### src/source/lane_params.svh
`ifndef LANE_PARAMS_SVH
`define LANE_PARAMS_SVH

// AXI4-Lite byte address width
`define LANE_AXI_AW 4

// symbols per comma slot, power of two
`define LANE_COMMA_PERIOD 16

// error and symbol counter width
`define LANE_CNT_W 16

`endif

### src/source/lane_pkg.sv
`default_nettype none
`include "lane_params.svh"

package lane_pkg;

  typedef logic [7:0] byte_t;
  typedef logic [9:0] sym10_t;                 // abcdei fghj, a in bit 9
  typedef logic [`LANE_CNT_W-1:0] cnt_t;
  typedef enum logic {HUNT, LOCKED} mon_state_t;

  localparam logic [8:0] K28_5     = {1'b1, 8'hBC};   // {k, byte}
  localparam sym10_t     K28_5_RDM = 10'b0011111010;  // rd+ form is the complement

  // codes for negative running disparity
  localparam logic [5:0] ENC6 [32] = '{
    6'b100111, 6'b011101, 6'b101101, 6'b110001, 6'b110101, 6'b101001, 6'b011001, 6'b111000,
    6'b111001, 6'b100101, 6'b010101, 6'b110100, 6'b001101, 6'b101100, 6'b011100, 6'b010111,
    6'b011011, 6'b100011, 6'b010011, 6'b110010, 6'b001011, 6'b101010, 6'b011010, 6'b111010,
    6'b110011, 6'b100110, 6'b010110, 6'b110110, 6'b001110, 6'b101110, 6'b011110, 6'b101011
  };
  localparam logic [3:0] ENC4 [8] = '{
    4'b1011, 4'b1001, 4'b0101, 4'b1100, 4'b1101, 4'b1010, 4'b0110, 4'b1110
  };

endpackage

`default_nettype wire

### src/source/lane_enc_8b10b.sv
`timescale 1ns/1ps
`default_nettype none

module lane_enc_8b10b (
  input  logic             tx_pclk,
  input  logic             arst_n,
  input  lane_pkg::byte_t  data,
  input  logic             is_k,
  input  logic             valid,
  input  logic             inject,
  output lane_pkg::sym10_t sym,
  output logic             sym_valid
);

  logic             rd;        // 1 = positive
  logic             rd6;
  logic             rd_next;
  logic             armed;
  logic             a7;
  logic [4:0]       x;
  logic [2:0]       y;
  logic [5:0]       c6_m;
  logic [5:0]       c6;
  logic [3:0]       c4_m;
  logic [3:0]       c4;
  lane_pkg::sym10_t code;

  assign x = data[4:0];
  assign y = data[7:5];

  always_comb begin
    c6_m = lane_pkg::ENC6[x];
    rd6  = ($countones(c6_m) != 3) ? ~rd : rd;
    c6   = (rd && ($countones(c6_m) != 3 || c6_m == 6'b111000)) ? ~c6_m : c6_m;
    // alternate D.x.7 avoids a run of five
    a7   = (y == 3'd7) && ((!rd6 && (x == 5'd17 || x == 5'd18 || x == 5'd20)) ||
                           (rd6 && (x == 5'd11 || x == 5'd13 || x == 5'd14)));
    c4_m = a7 ? 4'b0111 : lane_pkg::ENC4[y];
    c4   = (rd6 && ($countones(c4_m) != 2 || c4_m == 4'b1100)) ? ~c4_m : c4_m;
    rd_next = ($countones(c4_m) != 2) ? ~rd6 : rd6;
    code = {c6, c4};
    if (is_k) begin
      code    = rd ? ~lane_pkg::K28_5_RDM : lane_pkg::K28_5_RDM;
      rd_next = ~rd;   // comma is unbalanced
    end
  end

  always_ff @(posedge tx_pclk or negedge arst_n) begin
    if (!arst_n) begin
      rd        <= 1'b0;
      armed     <= 1'b0;
      sym_valid <= 1'b0;
    end else begin
      sym_valid <= valid;
      if (valid) rd <= rd_next;   // tracks the clean code
      armed <= inject | (armed & ~(valid & ~is_k));
    end
  end

  always_ff @(posedge tx_pclk) begin
    if (valid) sym <= code ^ {9'b0, armed & ~is_k};   // flip j on error injection
  end

endmodule

`default_nettype wire

### config.mk
export PLATFORM = sky130hd
export DESIGN_NAME = lane_enc_8b10b
export DESIGN_NICKNAME = d
export VERILOG_FILES = /design/src/source/lane_pkg.sv /design/src/source/lane_enc_8b10b.sv
export VERILOG_INCLUDE_DIRS = /design/src /design/src/source
export SDC_FILE = /design/constraint.sdc
export NUM_CORES = 1
export LEC_CHECK = 0
export BUFFER_PORTS_ARGS = -buffer_cell sky130_fd_sc_hd__buf_2
export CAP_MARGIN = 10
export CORE_UTILIZATION = 60
export CTS_CLUSTER_DIAMETER = 120
export DETAILED_ROUTE_END_ITERATION = 10
export PLACE_DENSITY = 0.86
export SYNTH_ARGS = -nofsm -noshare
export SYNTH_HDL_FRONTEND = slang
export SYNTH_SLANG_ARGS = --single-unit
### constraint.sdc
create_clock -name tx_pclk -period 4.55 [get_ports tx_pclk]
set_input_delay 0.91 -clock tx_pclk [delete_from_list [all_inputs] [get_ports tx_pclk]]
set_output_delay 0.91 -clock tx_pclk [all_outputs]
set_load 0.05 [all_outputs]
# Word-level counts from Yosys, hierarchy flattened
# Memory sizes are Yosys's and may differ from the RTL's.
# Index checks and enable logic that the tools add are counted.
[totals]
input_bits = 13
output_inout_bits = 11
wordCells = 65
regBits = 13
mem_bits_ro = 224
n_memories = 2
[memory_table]
columns = ["memory", "depth", "width", "read_ports", "rd_clocked_by_memory_dff", "write_ports", "line", "text"]
rows = [
  ["(name not given)", 32, 6, 1, 0, 0, "lane_enc_8b10b.sv:32", "c6_m = lane_pkg::ENC6[x];"],
  ["(name not given)", 8, 4, 1, 0, 0, "lane_enc_8b10b.sv:38", "c4_m = a7 ? 4'b0111 : lane_pkg::ENC4[y];"],
]
[op_classes]
mux = 12
add_sub_neg = 8
eq_ne = 11
order_cmp = 2
n_reduce_logical = 13
bitwise = 13
[op_table]
columns = ["op", "count"]
rows = [
  ["10-bit 2-to-1 mux", 2],
  ["6-bit 2-to-1 mux", 3],
  ["4-bit 2-to-1 mux", 4],
  ["5-bit by 4-bit equality test with 1-bit output, second input constant", 3],
  ["5-bit equality test, second input constant", 3],
  ["1-bit by 1-bit adder with 2-bit output", 5],
  ["10-bit by 1-bit XOR with 10-bit output", 1],
  ["1-bit logical OR", 7],
  ["2-bit by 2-bit adder with 3-bit output", 2],
  ["6-bit equality test, second input constant", 1],
  ["6-bit greater-or-equal comparator, second input constant", 1],
  ["5-bit inverter with 6-bit output", 1],
  ["6-bit inverter", 1],
  ["1-bit logical AND", 5],
  ["3-bit by 2-bit adder with 4-bit output", 1],
  ["4-bit equality test, second input constant", 1],
  ["4-bit greater-or-equal comparator, second input constant", 1],
  ["4-bit by 2-bit inequality test with 1-bit output, second input constant", 1],
  ["1-bit inverter", 4],
  ["3-bit inverter with 4-bit output", 1],
  ["4-bit inverter", 1],
  ["1-bit bitwise AND", 3],
  ["3-bit equality test, second input constant", 1],
  ["1-bit 2-to-1 mux", 3],
  ["3 further kinds", 3],
]

# Depth between registers and ports, before layout
# Gate-level depths: netlist of the first run.
[depth]
ltp_word = 22
mapped_depth = 25
ltp_nobuf = 25

# Worst setup path before layout of the first run
# Ideal clock, no wire load.
[synth_timing]
kind = "input -> register"
from = "input port data[0]"
to = "register rd"
path_buffers = 0
setup_time_ns = 0.133
setup_slack_ns = -1.849
stages = 24
arrival_ns = 6.266
cell_sequence = "inv_1 -> ha_1 -> a211o_1 -> a31oi_1 -> inv_1 -> fa_1 -> inv_1 -> fa_1 -> inv_1 -> ha_1 -> inv_1 -> fa_1 -> nand3b_1 -> xnor2_1 -> mux2i_1 -> nand2b_1 -> fa_1 -> inv_1 -> ha_1 -> ha_1 -> nor3b_1 -> xnor2_1 -> o21ai_0 -> xnor2_1"
[synth_between]
elab_chain_len = 19
[synth_rtl]
columns = ["item", "line", "text"]
rows = [
  ["start, declared", "lane_enc_8b10b.sv:7", "input lane_pkg::byte_t data,"],
  ["5-bit inverter with 6-bit output (implied by the code)", "lane_enc_8b10b.sv:32", ""],
  ["memory read 32 x 6 bit", "-", ""],
  ["6-bit 2-to-1 mux (implied by the code) (2 in series)", "lane_enc_8b10b.sv:32", ""],
  ["1-bit by 1-bit adder with 2-bit output (implied by the code)", "lane_enc_8b10b.sv:33", "rd6 = ($countones(c6_m) != 3) ? ~rd : rd;"],
  ["2-bit by 2-bit adder with 3-bit output (implied by the code)", "lane_enc_8b10b.sv:33", ""],
  ["3-bit by 2-bit adder with 4-bit output (implied by the code)", "lane_enc_8b10b.sv:33", ""],
  ["4-bit by 2-bit inequality test with 1-bit output", "lane_enc_8b10b.sv:33", ""],
  ["1-bit 2-to-1 mux", "lane_enc_8b10b.sv:33", ""],
  ["[... 2 more ...]", "-", ""],
  ["1-bit logical OR", "lane_enc_8b10b.sv:36", "a7 = (y == 3'd7) && ((!rd6 && (x == 5'd17 || x == 5'd18 || x == 5'd20)) ||"],
  ["1-bit logical AND", "lane_enc_8b10b.sv:36", ""],
  ["4-bit 2-to-1 mux", "lane_enc_8b10b.sv:38", ""],
  ["1-bit by 1-bit adder with 2-bit output (implied by the code)", "lane_enc_8b10b.sv:40", "rd_next = ($countones(c4_m) != 2) ? ~rd6 : rd6;"],
  ["2-bit by 2-bit adder with 3-bit output (implied by the code)", "lane_enc_8b10b.sv:40", ""],
  ["3-bit by 2-bit inequality test with 1-bit output", "lane_enc_8b10b.sv:40", ""],
  ["1-bit 2-to-1 mux (*)", "lane_enc_8b10b.sv:40", ""],
  ["1-bit 2-to-1 mux (*)", "lane_enc_8b10b.sv:42", "if (is_k) begin"],
  ["end signal, assigned", "lane_enc_8b10b.sv:55", "if (valid) rd <= rd_next;"],
  ["end, declared", "lane_enc_8b10b.sv:15", "logic rd;"],
]
# Mark *: on every way between the ends. The rest lies on a longest branch, timed or not. The select of a mux whose other input is x is not followed.
# A chain may end at the register's enable or synchronous reset.

# Worst setup path in the final report of the first run
[layout_timing]
from = "input port data[1]"
to = "register rd"
# The elaborated chain is that of the path after synthesis.

==> results.md, run 1 <==
* Status: finished with violations
* Violated checks: negative setup slack
* DRC Markers at 0
* GRT Max-Usage Layer: met2
* Count leader, synth: ha_1
* Met1 usage at 48.1%
* Crit. End Element: register
* Overall routed net length at 5950 um
* Via count at 1795
* CTS max path bufs at 2
* EDFF count, synth at 10
* IO Count at 24
* Per-cell routed wire length at 22.9 um
* Sequential area share after synthesis at 25.3%
* Seq pwr share at 22.3%
* Crit. path cell count at 25
* Worst path required time at 4.72 ns
* # fillers at 62
* Reg clk slew, reported paths at 0.08 ns
* Adder-cell area share of the yosys netlist at 19.8%
* Tcrit/Tclk final at 141%
* Post-synth top cells: 17 x ha_1, 16 x inv_1, 13 x nand2_1, 12 x nor2_1, 10 x edfxtp_1
* Layout net count at 267
* Met2 usage at between 70% and 80%
* Synth Register Bits at 13
* # rows at 17
* CTS buffer count at 3
* Synth unique cells at 45
* Vias in the first global route at between 1500 and 2000
* GR Overflow Total at 0
* Largest cells by area after synthesis: edfxtp_1 20%, ha_1 14%, mux2i_1 6.1%
* Final Max Slew Viols at 0
* Hold buffer count at cts at 0
* P_sw at 0.422 mW
* Ys Warns at 0
* IO Port Bufs at 23
* Fin Setup TNS at -7.74 ns
* Worst path top cell family by delay: adder cells
* Critical Path AT at around 6.6 ns
* CP Class: primary input to register
* Largest family of logic cells by synthesized area: adder cells
* ANT cells at 0
* Met3 GRT Util at ~5.6%
* # clock sinks at 13
* Hold Crit Class: primary input to asynchronous set/reset pin
* Core box area at 2280 um2
* Cell area after synthesis at roughly 1500 um2
* Via density at just under 7
* Worst Tran Pin Value at 0.842 ns
* Hold WS at 0.403 ns
* Clock network power share at 8.3%
* Setup WS post-layout at -1.88 ns
* GRT Overall Usage at a little over two fifths
* Sw Ratio at 47.4%
* Simple-Gate Fraction of Synth Area at 17.3%
* Unrepaired setup endpoints after global routing: true
* Fmax at roughly 0.16 GHz
* CP max stage delay at 0.58 ns
* Power density cells at around 410 nW/um2
* Final setup viols at 11
* Area fraction in compound gates after synthesis at between 10% and 20%
* Skew-Pair Late Insertion Delay at 0.29 ns
* Buffers and inverters on the worst path at 6
* Worst path most repeated cell: fa_1
* Post-synthesis xor/xnor area fraction at 4.73%
* Die X-Extent at 51.7 um
* Kind of start point of the critical path: primary input
* LEAKAGE at between 0.9 and 1 nW
* Root buf cell: clkbuf_4
* Post-Syn Area per Cell at 9.03 um2
* Relative slew margins at 42.4%
* Die H at between 50 and 60 um
* Proportion of synthesized area in mux cells at between 7 and 8%
* DRT Pass-1 Iters at 8
* Max FO, Critical Path at 4
* Clk_skew at between 0.0015 and 0.002 ns
* H-tree levels at 1
* Net count after synthesis at 198
* Comb pwr share at 69.4%
* First-pass GRT wire length at 8360 um
* Top FF cell, synth: edfxtp_1
* Slowest CP cell: fa_1
* Post-DRT Antenna Nets at 0
* Die ar. at 2670 um2
* Largest net degree at the start of global routing at 19
* Iteration-0 DRC Markers at 141
* Final Hold Vio Count at 0
* FFs w/ async S/R, synth at 23.1%
* Initial Utilization at between 60 and 70%
* Synth area leader: edfxtp_1
* Internal at 0.469 mW
* Initial antenna violation count at 0
* CTS tree: done
* Min cycle time layout at 6.43 ns
* Area Overhead vs Synth at 45.4%
* Layout cells sized above 1 at 43.1%
* Cells after synthesis at roughly 160
* Worst IR Drop VDD at between 300 and 400 uV
* GPL Wtd Cong at 0.858
* Maxcap violations at 0
* Reg2Reg Depth at 12
* DPL Wire Length at 3420 um
* Synth top area share at 20.3%
## repair_timing
action	in CTS	in global routing
pin swaps	10	12
endpoints found under the setup margin	11	11
hold endpoints to repair	0	0
buffers inserted	4	2
gates resized for setup	15	10
## cell type report
| type | count | area (um2) | share of cell area (%) |
|---|---|---|---|
| Multi-Input combinational cell | 126 | 1130 | 52.7 |
| Timing Repair Buffer | 73 | 514 | 23.9 |
| Sequential cell | 13 | 375 | 17.4 |
| Inverter | 16 | 67.6 | 3.14 |
| Tap cell | 28 | 35.0 | 1.63 |
| Clock buffer | 4 | 26.3 | 1.22 |
## placed cells by master (no fill, tap or decap), types with 3 or more instances in the layout
cell type,synthesis,final
mux2i_1,9,8
o21ai_0,9,6
and2_1,5,5
inv_1,16,10
edfxtp_1,10,10
fa_1,4,4
o211ai_1,4,4
xnor2_1,5,4
ha_4,0,3
buf_4,0,49
o21ai_1,1,4
inv_2,0,4
buf_2,2,21
nand2b_1,6,6
dfrtp_1,3,3
nor2b_1,4,3
clkbuf_4,0,3
a21o_1,4,4
nand2_1,13,12
nor2_1,12,12
ha_1,17,13
## through the flow
stage               std cells  power [mW]  util (%)  instance area (um2)  setup slack [ns]
floorplan                 164       0.538         -                 1540             -1.61
global placement          250       0.672      86.9                 1980             -1.69
finish                    260       0.890      94.6                 2150             -1.88
CTS                       258       0.818      91.9                 2090             -1.52
global route              260       0.929      94.6                 2150             -2.01
detailed placement        250       0.711      86.9                 1980             -2.01
## power groups by stage
stage	clock network (mW)	logic [mW]	registers [mW]
floorplan	0	0.246	0.292
global placement	0	0.473	0.199
detailed placement	0	0.510	0.201
CTS	0.0699	0.550	0.198
global route	0.0797	0.647	0.203
finish	0.0741	0.618	0.199
## worst register-to-register path, stage by stage, from the launching register on
cell and delay (ns):
dfrtp_1 0.56, inv_1 0.21, xnor2_2 0.26, mux2i_2 0.32, nand2b_1 0.14, fa_1 0.54
inv_2 0.06, ha_4 0.16, ha_4 0.27, nor3b_4 0.25, xnor2_1 0.14, o21ai_1 0.10
xnor2_1 0.15
## cells by family (layout without fill, tap and decap cells)
group | Yosys count | count (layout)
AO/OA/AOI/OAI | 37 | 37
XOR/XNOR | 8 | 8
adder cells (fa/ha/maj) | 21 | 21
buffers and inverters | 25 | 93
flip-flops | 13 | 13
multiplexers | 11 | 11
AND/OR/NAND/NOR | 49 | 49
## registers in the layout (all words and copies together), names as in the netlist
| register | flops |
|---|---|
| sym_valid | 1 |
| sym | 10 |
| rd | 1 |
| armed | 1 |
## layer usage
metal  share of wire [%]  vias to the layer above
met5                   0                        -
met4                  10                        0
met3                  12                       69
met2                  44                      197
met1                  34                      817
li1                    -                      712
## worst paths after layout
kind	from	endpoint	slack (ns)
max	data[1]	rd$_DFFE_PN0P_	-1.88
max in group asynchronous	arst_n	rd$_DFFE_PN0P_	4.03
max reg2reg	rd$_DFFE_PN0P_	rd$_DFFE_PN0P_	1.28
min in group tx_pclk	armed$_DFF_PN0_	armed$_DFF_PN0_	0.61
min	arst_n	armed$_DFF_PN0_	0.40
min reg2reg	armed$_DFF_PN0_	armed$_DFF_PN0_	0.61
Power figures use the tool's default switching activity.
==> inputs of run 2 (changes only) <==
BUFFER_PORTS_ARGS = -buffer_cell sky130_fd_sc_hd__clkbuf_2   (was -buffer_cell sky130_fd_sc_hd__buf_2)
==> run 2 against run 1 <==
- the run now fails in clock tree synthesis
- synthesized area unchanged
- synthesized cell count is the same
==> results.md, run 2 <==
* Area fraction in compound gates after synthesis at 18.2% (unchanged)
* Adder-cell area share of the yosys netlist at 19.8% (unchanged)
* Proportion of synthesized area in mux cells at 7.60% (unchanged)
* # clock sinks at 13 (unchanged)
* Synth area leader: edfxtp_1
* Synth top area share at 20.3% (unchanged)
* Synth Register Bits at 13 (unchanged)
* CTS max path bufs at 2 (unchanged)
* FFs w/ async S/R, synth at 23.1% (unchanged)
* Largest cells by area after synthesis: edfxtp_1 20%, ha_1 14%, mux2i_1 6.1%
* Top FF cell, synth: edfxtp_1
* Post_cts resized at 17 (+2)
* EDFF count, synth at 10 (unchanged)
* Post-Syn Area per Cell at 9.03 um2 (unchanged)
* Sequential area share after synthesis at 25.3% (unchanged)
* Net count after synthesis at 198 (unchanged)
* Halt Stage: clock tree synthesis
* Inst Count DP at 247 (-1.2%)
* IO Port Bufs at 23 (unchanged)
* Post-synth top cells: 17 x ha_1, 16 x inv_1, 13 x nand2_1, 12 x nor2_1, 10 x edfxtp_1
* Initial Utilization at 65.1% (unchanged)
* Synth unique cells at 45 (unchanged)
* CTS buffer count at 3 (unchanged)
* Post-synthesis xor/xnor area fraction at 4.73% (unchanged)
* IO Count at 24 (unchanged)
* Error: [ERROR DPL-0038] Utilization greater than 100%, impossible to legalize
* Post-CTS setup-driven buffer insertion count at 60 (+56)
* Count leader, synth: ha_1
* Hold buffer count at cts at 0 (unchanged)
* Die X-Extent at 51.7 um (unchanged)
* Ys Warns at 0 (unchanged)
* Cells after synthesis at 164 (unchanged)
* Status: did not finish
* Die H at 51.7 um (unchanged)
* Placed Area at 1950 um2 (-1.1%)
* Simple-Gate Fraction of Synth Area at 17.3% (unchanged)
* DPL Wire Length at 3060 um (-11%)
* Largest family of logic cells by synthesized area: adder cells
* Cell area after synthesis at 1480 um2 (unchanged)
* GPL Wtd Cong at 0.854 (-0.40%)
* Root buf cell: clkbuf_4
* H-tree levels at 1 (unchanged)
* # rows at 17 (unchanged)
## run 2: kinds of logic after synthesis
family | after synthesis
simple gates | 49
compound gates | 37
buf+inv | 25
fa+ha+maj | 21
flops | 13
mux | 11
xor+xnor | 8
## run 2: metrics by stage
stage / setup WS (ns) / hold WS [ns]
2_1_floorplan: -1.61 / 0.469
3_3_place_gp: -1.69 / 0.488
3_5_place_dp: -2.04 / 0.528
==> inputs of run 3 (changes only) <==
CORE_UTILIZATION = 40   (was 60)
CTS_CLUSTER_DIAMETER = not set   (was 120)
PLACE_DENSITY = not set   (was 0.86)
PLACE_DENSITY_LB_ADDON = 0.15   (was not set)
==> run 3 against run 2 <==
- the flow now finishes, with violations (negative setup slack)
==> results.md, run 3 (synthesis gave the netlist of run 1 again) <==
* Via count at approximately 1600
* Initial Utilization at 43.0% (-22 points)
* GRT Overall Usage at 26.1%
* Crit. End Element: register
* Final Power at between 0.9 and 1 mW
* Critical Path AT at 6.31 ns
* Final Max Slew Viols at 0
* Most common cell after layout, fill and taps aside: buf_4
* IO Port Bufs at 23 (unchanged)
* Tcrit/Tclk final at 136%
* Kind of start point of the critical path: primary input
* Maxcap violations at 0
* Core box area at 3440 um2
* Inst Count DP at 268 (+8.5%)
* Biggest register: sym
* Violated checks: negative setup slack
* Reg2Reg Depth at 12
* Fmax at 0.161 GHz
* DRC Markers at 0
* LEAKAGE at 1.14 nW
* Register area at between 300 and 400 um2
* Final setup viols at 11
* # clock sinks at 13 (unchanged)
* Via density at 5.21
* GPL Wtd Cong at 0.854 (about the same)
* Met1 usage at approximately a quarter
* Die X-Extent at 62.9 um (+22%)
* Status: finished with violations
* Met3 GRT Util at under 10%
* Final Hold Vio Count at 0
* Worst IR Drop VDD at between 100 and 150 uV
* Per-cell routed wire length at 15.2 um
* Number of flip-flops in the largest register at 10
* Power density cells at 373 nW/um2
* First-pass GRT wire length at 8060 um
* H-tree levels at 1 (unchanged)
* Worst Tran Pin Value at 0.704 ns
* Overall routed net length at 4560 um
* Post-DRT Antenna Nets at 0
* DPL Wire Length at 2870 um (-6.2%)
* Layout cells sized above 1 at 48.6%
* ANT cells at 0
* Max FO, Critical Path at 3
* GRT Max-Usage Layer: met2
* IO Count at 24 (unchanged)
* Area Overhead vs Synth at 66.9%
* Iteration-0 DRC Markers at 62
* Worst path required time at approximately 4.7 ns
* CTS tree: done
* Commonest non-fill, non-tap cells in the layout: 48 x buf_4, 23 x buf_6, 21 x clkbuf_2, 13 x nand2_1
* Vias in the first global route at 1749
* Min cycle time layout at 6.20 ns
* Skew-Pair Late Insertion Delay at 0.24 ns
* Met2 usage at 50.7%
* Unrepaired setup endpoints after global routing: true
* Area of the multi-input gates at roughly 1200 um2
* Clk_skew at 0.00285 ns
* GR Overflow Total at 0
* Reg clk slew, reported paths at around 0.050 ns
* DRT Pass-1 Iters at 4
* Relative slew margins at 51.9%
* Die ar. at 3950 um2
* Layout net count at 288
* CTS buffer count at 3 (unchanged)
* Non-filler cells, final at ~300
* Initial antenna violation count at 0
* CTS max path bufs at 2 (unchanged)
* Setup WS post-layout at -1.65 ns
* # rows at 21 (+4)
* Hold Crit Class: primary input to asynchronous set/reset pin
* Largest net degree at the start of global routing at 19
* Root buf cell: clkbuf_8
* Worst R2R Setup Slack at 1.41 ns
* CP Class: primary input to register
* # fillers at 248
* Die H at 62.9 um (+22%)
## run 3: area by class of cell
class                   count  area share (%)
clock buffers               4            1.82
inverters                  16            2.73
multi-input cells         126            47.1
flip-flops and latches     13            15.2
well taps                  46            2.33
repair buffers             94            30.9
## run 3: worst max-delay path: stages
cell and delay [ns]:
clkbuf_8 0.12, buf_6 0.11, buf_4 0.13, ha_4 0.16, and2_1 0.15, a221o_1 0.40, fa_1 0.57, inv_2 0.05
fa_1 0.54, inv_1 0.05, ha_2 0.17, inv_2 0.06, fa_1 0.39, nand3b_1 0.23, xnor2_2 0.27, mux2i_2 0.28
nand2b_1 0.13, fa_1 0.56, inv_1 0.05, ha_2 0.19, ha_4 0.26, nor3b_4 0.17, xnor2_1 0.13, o21ai_1 0.08
xnor2_1 0.14
## run 3: stage by stage
stage	hold slack, ns	setup WS [ns]	setup TNS [ns]	utilization, %	instance area (um2)
floorplan	0.469	-1.61	-5.15	-	1540
global placement	0.498	-1.71	-7.70	58.1	2000
detailed placement	0.496	-1.85	-8.82	58.1	2000
CTS	0.452	-1.42	-6.96	74.8	2570
global route	0.447	-1.86	-8.35	71.8	2470
finish	0.455	-1.65	-6.59	71.8	2470
## run 3: path summary, 6_finish.rpt
path,to,startpoint
setup / recovery,rd$_DFFE_PN0P_,data[1]
hold / removal,rd$_DFFE_PN0P_,arst_n
setup reg to reg,rd$_DFFE_PN0P_,rd$_DFFE_PN0P_
hold reg to reg,armed$_DFF_PN0_,armed$_DFF_PN0_
max in group asynchronous,armed$_DFF_PN0_,arst_n
min in group tx_pclk,armed$_DFF_PN0_,armed$_DFF_PN0_
## run 3: timing repair
item,CTS,global route
buffers inserted,50,3
resized for setup,56,2
pin swaps,18,4
hold buffers,0,0
endpoints found under the hold margin,0,0
cloned,0,0
setup endpoints to repair,11,11
## run 3: power breakdown
group,internal [mW],switching (mW),leakage [nW],total (mW)
clock network,0.0616,0.0372,0.0228,0.0988
logic,0.287,0.336,0.988,0.623
registers,0.178,0.0216,0.131,0.199
## run 3: routing by layer
metal	part of all wire (%)	vias to the layer above
li1	-	753
met1	38	733
met2	53	50
met3	3.4	22
met4	5.3	0
met5	0	-
==> inputs of run 4 (changes only) <==
--- a/config.mk
+++ b/config.mk
@@ -10,3 +10,5 @@
 export CAP_MARGIN = 10
-export CORE_UTILIZATION = 40
+export CELL_PAD_IN_SITES_DETAIL_PLACEMENT = 1
+export CELL_PAD_IN_SITES_GLOBAL_PLACEMENT = 2
+export CORE_UTILIZATION = 37
 export DETAILED_ROUTE_END_ITERATION = 10
==> constraint.sdc (replaced) <==
create_clock -name tx_pclk -period 4.55 [get_ports tx_pclk]
set_input_delay 0 -clock tx_pclk [delete_from_list [all_inputs] [get_ports tx_pclk]]
set_output_delay 0 -clock tx_pclk [all_outputs]
set_load 0.05 [all_outputs]
==> run 4 against run 3 <==
- the flow still finishes with violations (negative setup slack)
- via count is 9.4% lower
- power fell by 10%
- clock power grew 0.5%
- hold slack lost 0.37 ns
- die area is 7.8% higher
- final area down 13%
- sequential share of layout area grew 2.3 points
- combinational power shrank 15%
- largest cell class unchanged
- largest power group unchanged
- highest routed layer unchanged
==> results.md, run 4 (synthesis gave the netlist of run 1 again) <==
* CTS buffer count at 3 (unchanged)
* Worst R2R Start: rd$_DFFE_PN0P_
* Fmax at 0.195 GHz (+21%)
* Hold WS at 0.0805 ns (-0.374 ns)
* Area of the multi-input gates at 1120 um2 (-3.4%)
* Initial antenna violation count at 0 (unchanged)
* Sw Ratio at 43.3% (+0.48 points)
* Reg2Reg Depth at 13 (+1)
* DRT Pass-1 Iters at 4 (unchanged)
* GPL Wtd Cong at 0.766 (-10%)
* Via density at 5.15 (-1.2%)
* CTS max path bufs at 2 (unchanged)
* Worst path most repeated cell: fa_1
* Register area at 375 um2 (unchanged)
* P_sw at 0.358 mW (-9.4%)
* # clock sinks at 13 (unchanged)
* GRT Overall Usage at 19.9% (-6.2 points)
* Min cycle time layout at 5.13 ns (-1.07 ns)
* Hold Path Origin: valid
* CTS tree: done
* Crit. End Element: register
* Slowest CP cell: fa_1
* Layout cells sized above 1 at 39.4% (-9.2 points)
* Die X-Extent at 65.3 um (+3.9%)
* # fillers at 432 (+74%)
* IO Port Bufs at 23 (unchanged)
* Internal at 0.468 mW (-11%)
* Initial Utilization at 39.6% (-3.5 points)
* Violated checks: negative setup slack
* DPL Wire Length at 3120 um (+8.6%)
* Post-DRT Antenna Nets at 0 (unchanged)
* H-tree levels at 1 (unchanged)
* Worst Tran Pin Value at 0.824 ns (+0.120 ns)
* Relative slew margins at 43.7% (-8.2 points)
* GR Overflow Total at 0 (unchanged)
* Largest net degree at the start of global routing at 19 (unchanged)
* Most common cell after layout, fill and taps aside: buf_4
* Core box area at 3740 um2 (+8.8%)
* Area Overhead vs Synth at 45.2%
* # rows at 22 (+4.8%)
* Skew-Pair Late Insertion Delay at 0.24 ns (about the same)
* Clk_skew at 0.00264 ns (-0.000212 ns)
* Commonest non-fill, non-tap cells in the layout: 42 x buf_4, 21 x clkbuf_2, 13 x nand2_1, 12 x nor2_1, 12 x ha_1
* Worst path required time at 4.67 ns (about the same)
* Reg clk slew, reported paths at 0.05 ns (about the same)
* Kind of start point of the critical path: primary input
* Worst hold stages at 1
* Tcrit/Tclk final at 113% (-24 points)
* Via count at 1411 (-9.4%)
* CP Class: primary input to register
* Setup WS post-layout at -0.579 ns (+1.07 ns)
* Critical Path AT at 5.24 ns (-1.07 ns)
* Comb pwr share at 64.0% (-3.7 points)
* Max FO, Critical Path at 4 (+1)
* Worst path top cell family by delay: adder cells
* Per-cell routed wire length at 14.0 um (-7.9%)
* Maxcap violations at 0 (unchanged)
* Biggest register: sym
* Overall routed net length at 3850 um (-16%)
* Clock network power share at 12.0% (+1.3 points)
* Worst R2R Setup Slack at 1.46 ns (+0.05 ns)
* Number of flip-flops in the largest register at 10 (unchanged)
* Root buf cell: clkbuf_8
* First-pass GRT wire length at 6680 um (-17%)
* Final Max Slew Viols at 0 (unchanged)
* Hold Crit Class: primary input to register
* Vias in the first global route at 1528 (-13%)
* Layout net count at 261 (-9.4%)
* Worst slack, placed at -0.976 ns (+0.872 ns)
* CP max stage delay at 0.55 ns (-0.02 ns)
* Final setup viols at 1 (-10)
* Seq pwr share at 24.0% (+2.4 points)
* Buffers and inverters on the worst path at 8 (+1)
* Power density cells at 384 nW/um2 (+3.0%)
* IO Count at 24 (unchanged)
* Die ar. at 4260 um2 (+7.8%)
* Iteration-0 DRC Markers at 45 (-27%)
* DRC Markers at 0 (unchanged)
* Unrepaired setup endpoints after global routing: true
* Status: finished with violations
* Final Hold Vio Count at 0 (unchanged)
* ANT cells at 0 (unchanged)
* Worst IR Drop VDD at 117 uV (-18%)
* LEAKAGE at 0.967 nW (-15%)
* FF-to-FF End: rd$_DFFE_PN0P_
* Final Core Density at 57.5% (-14 points)
* Worst Hold Path EP: sym_valid$_DFF_PN0_
* Final Power at 0.826 mW (-10%)
* Die H at 65.3 um (+3.9%)
[run 4: cell count changes in the layout (fill, tap and decap cells not counted), sizes merged]
| cell | change |
|---|---|
| dlygate4sd3 | +2 |
| buf | -29 |
[run 4: how the worst max path moves through the flow]
| stage | startpoint | to | slack [ns] | cells past startpoint |
|---|---|---|---|---|
| after floorplan | data[1] | rd$_DFFE_PN0P_ | -0.71 | 24 |
| after global placement | data[1] | rd$_DFFE_PN0P_ | -0.81 | 25 |
| after detailed placement | data[0] | rd$_DFFE_PN0P_ | -0.98 | 25 |
| after CTS | data[0] | rd$_DFFE_PN0P_ | -0.53 | 26 |
| after global routing | data[0] | rd$_DFFE_PN0P_ | -0.82 | 27 |
| final | data[0] | rd$_DFFE_PN0P_ | -0.58 | 27 |
[run 4: through the flow]
step,cells,cell area [um2],setup TNS (ns)
after floorplan,164,1540,-0.705
after global placement,261,1930,-0.809
after detailed placement,261,1930,-1.01
after CTS,271,2130,-0.530
after global routing,274,2150,-0.820
final,274,2150,-0.579
[run 4: layout make-up]
| class | instances | area share [%] |
|---|---|---|
| multi-input cells | 126 | 52.2 |
| flip-flops and latches | 13 | 17.5 |
| inverters | 16 | 3.14 |
| repair buffers | 67 | 22.3 |
| clock buffers | 4 | 2.09 |
| well taps | 48 | 2.79 |
[run 4: layer usage]
layer	vias to the layer above	share of wire (%)	global-route usage [%]
li1	698	-	-
met1	672	42	21.5
met2	30	54	39.0
met3	11	2.1	1.56
met4	0	2.6	8.15
met5	-	0	0
[run 4: power groups by stage]
stage / clock [mW] / combinational (mW) / sequential (mW)
final: 0.0993 / 0.528 / 0.198
after global routing: 0.105 / 0.577 / 0.203
after CTS: 0.101 / 0.506 / 0.199
after detailed placement: 0 / 0.469 / 0.201
after global placement: 0 / 0.452 / 0.200
after floorplan: 0 / 0.246 / 0.292
[run 4: timing repair]
item,in CTS,in global routing
setup endpoints to repair,1,1
hold buffers,2,0
resized for setup,16,0
buffers inserted,4,3
hold endpoints to repair,4,0
pin swaps,13,3
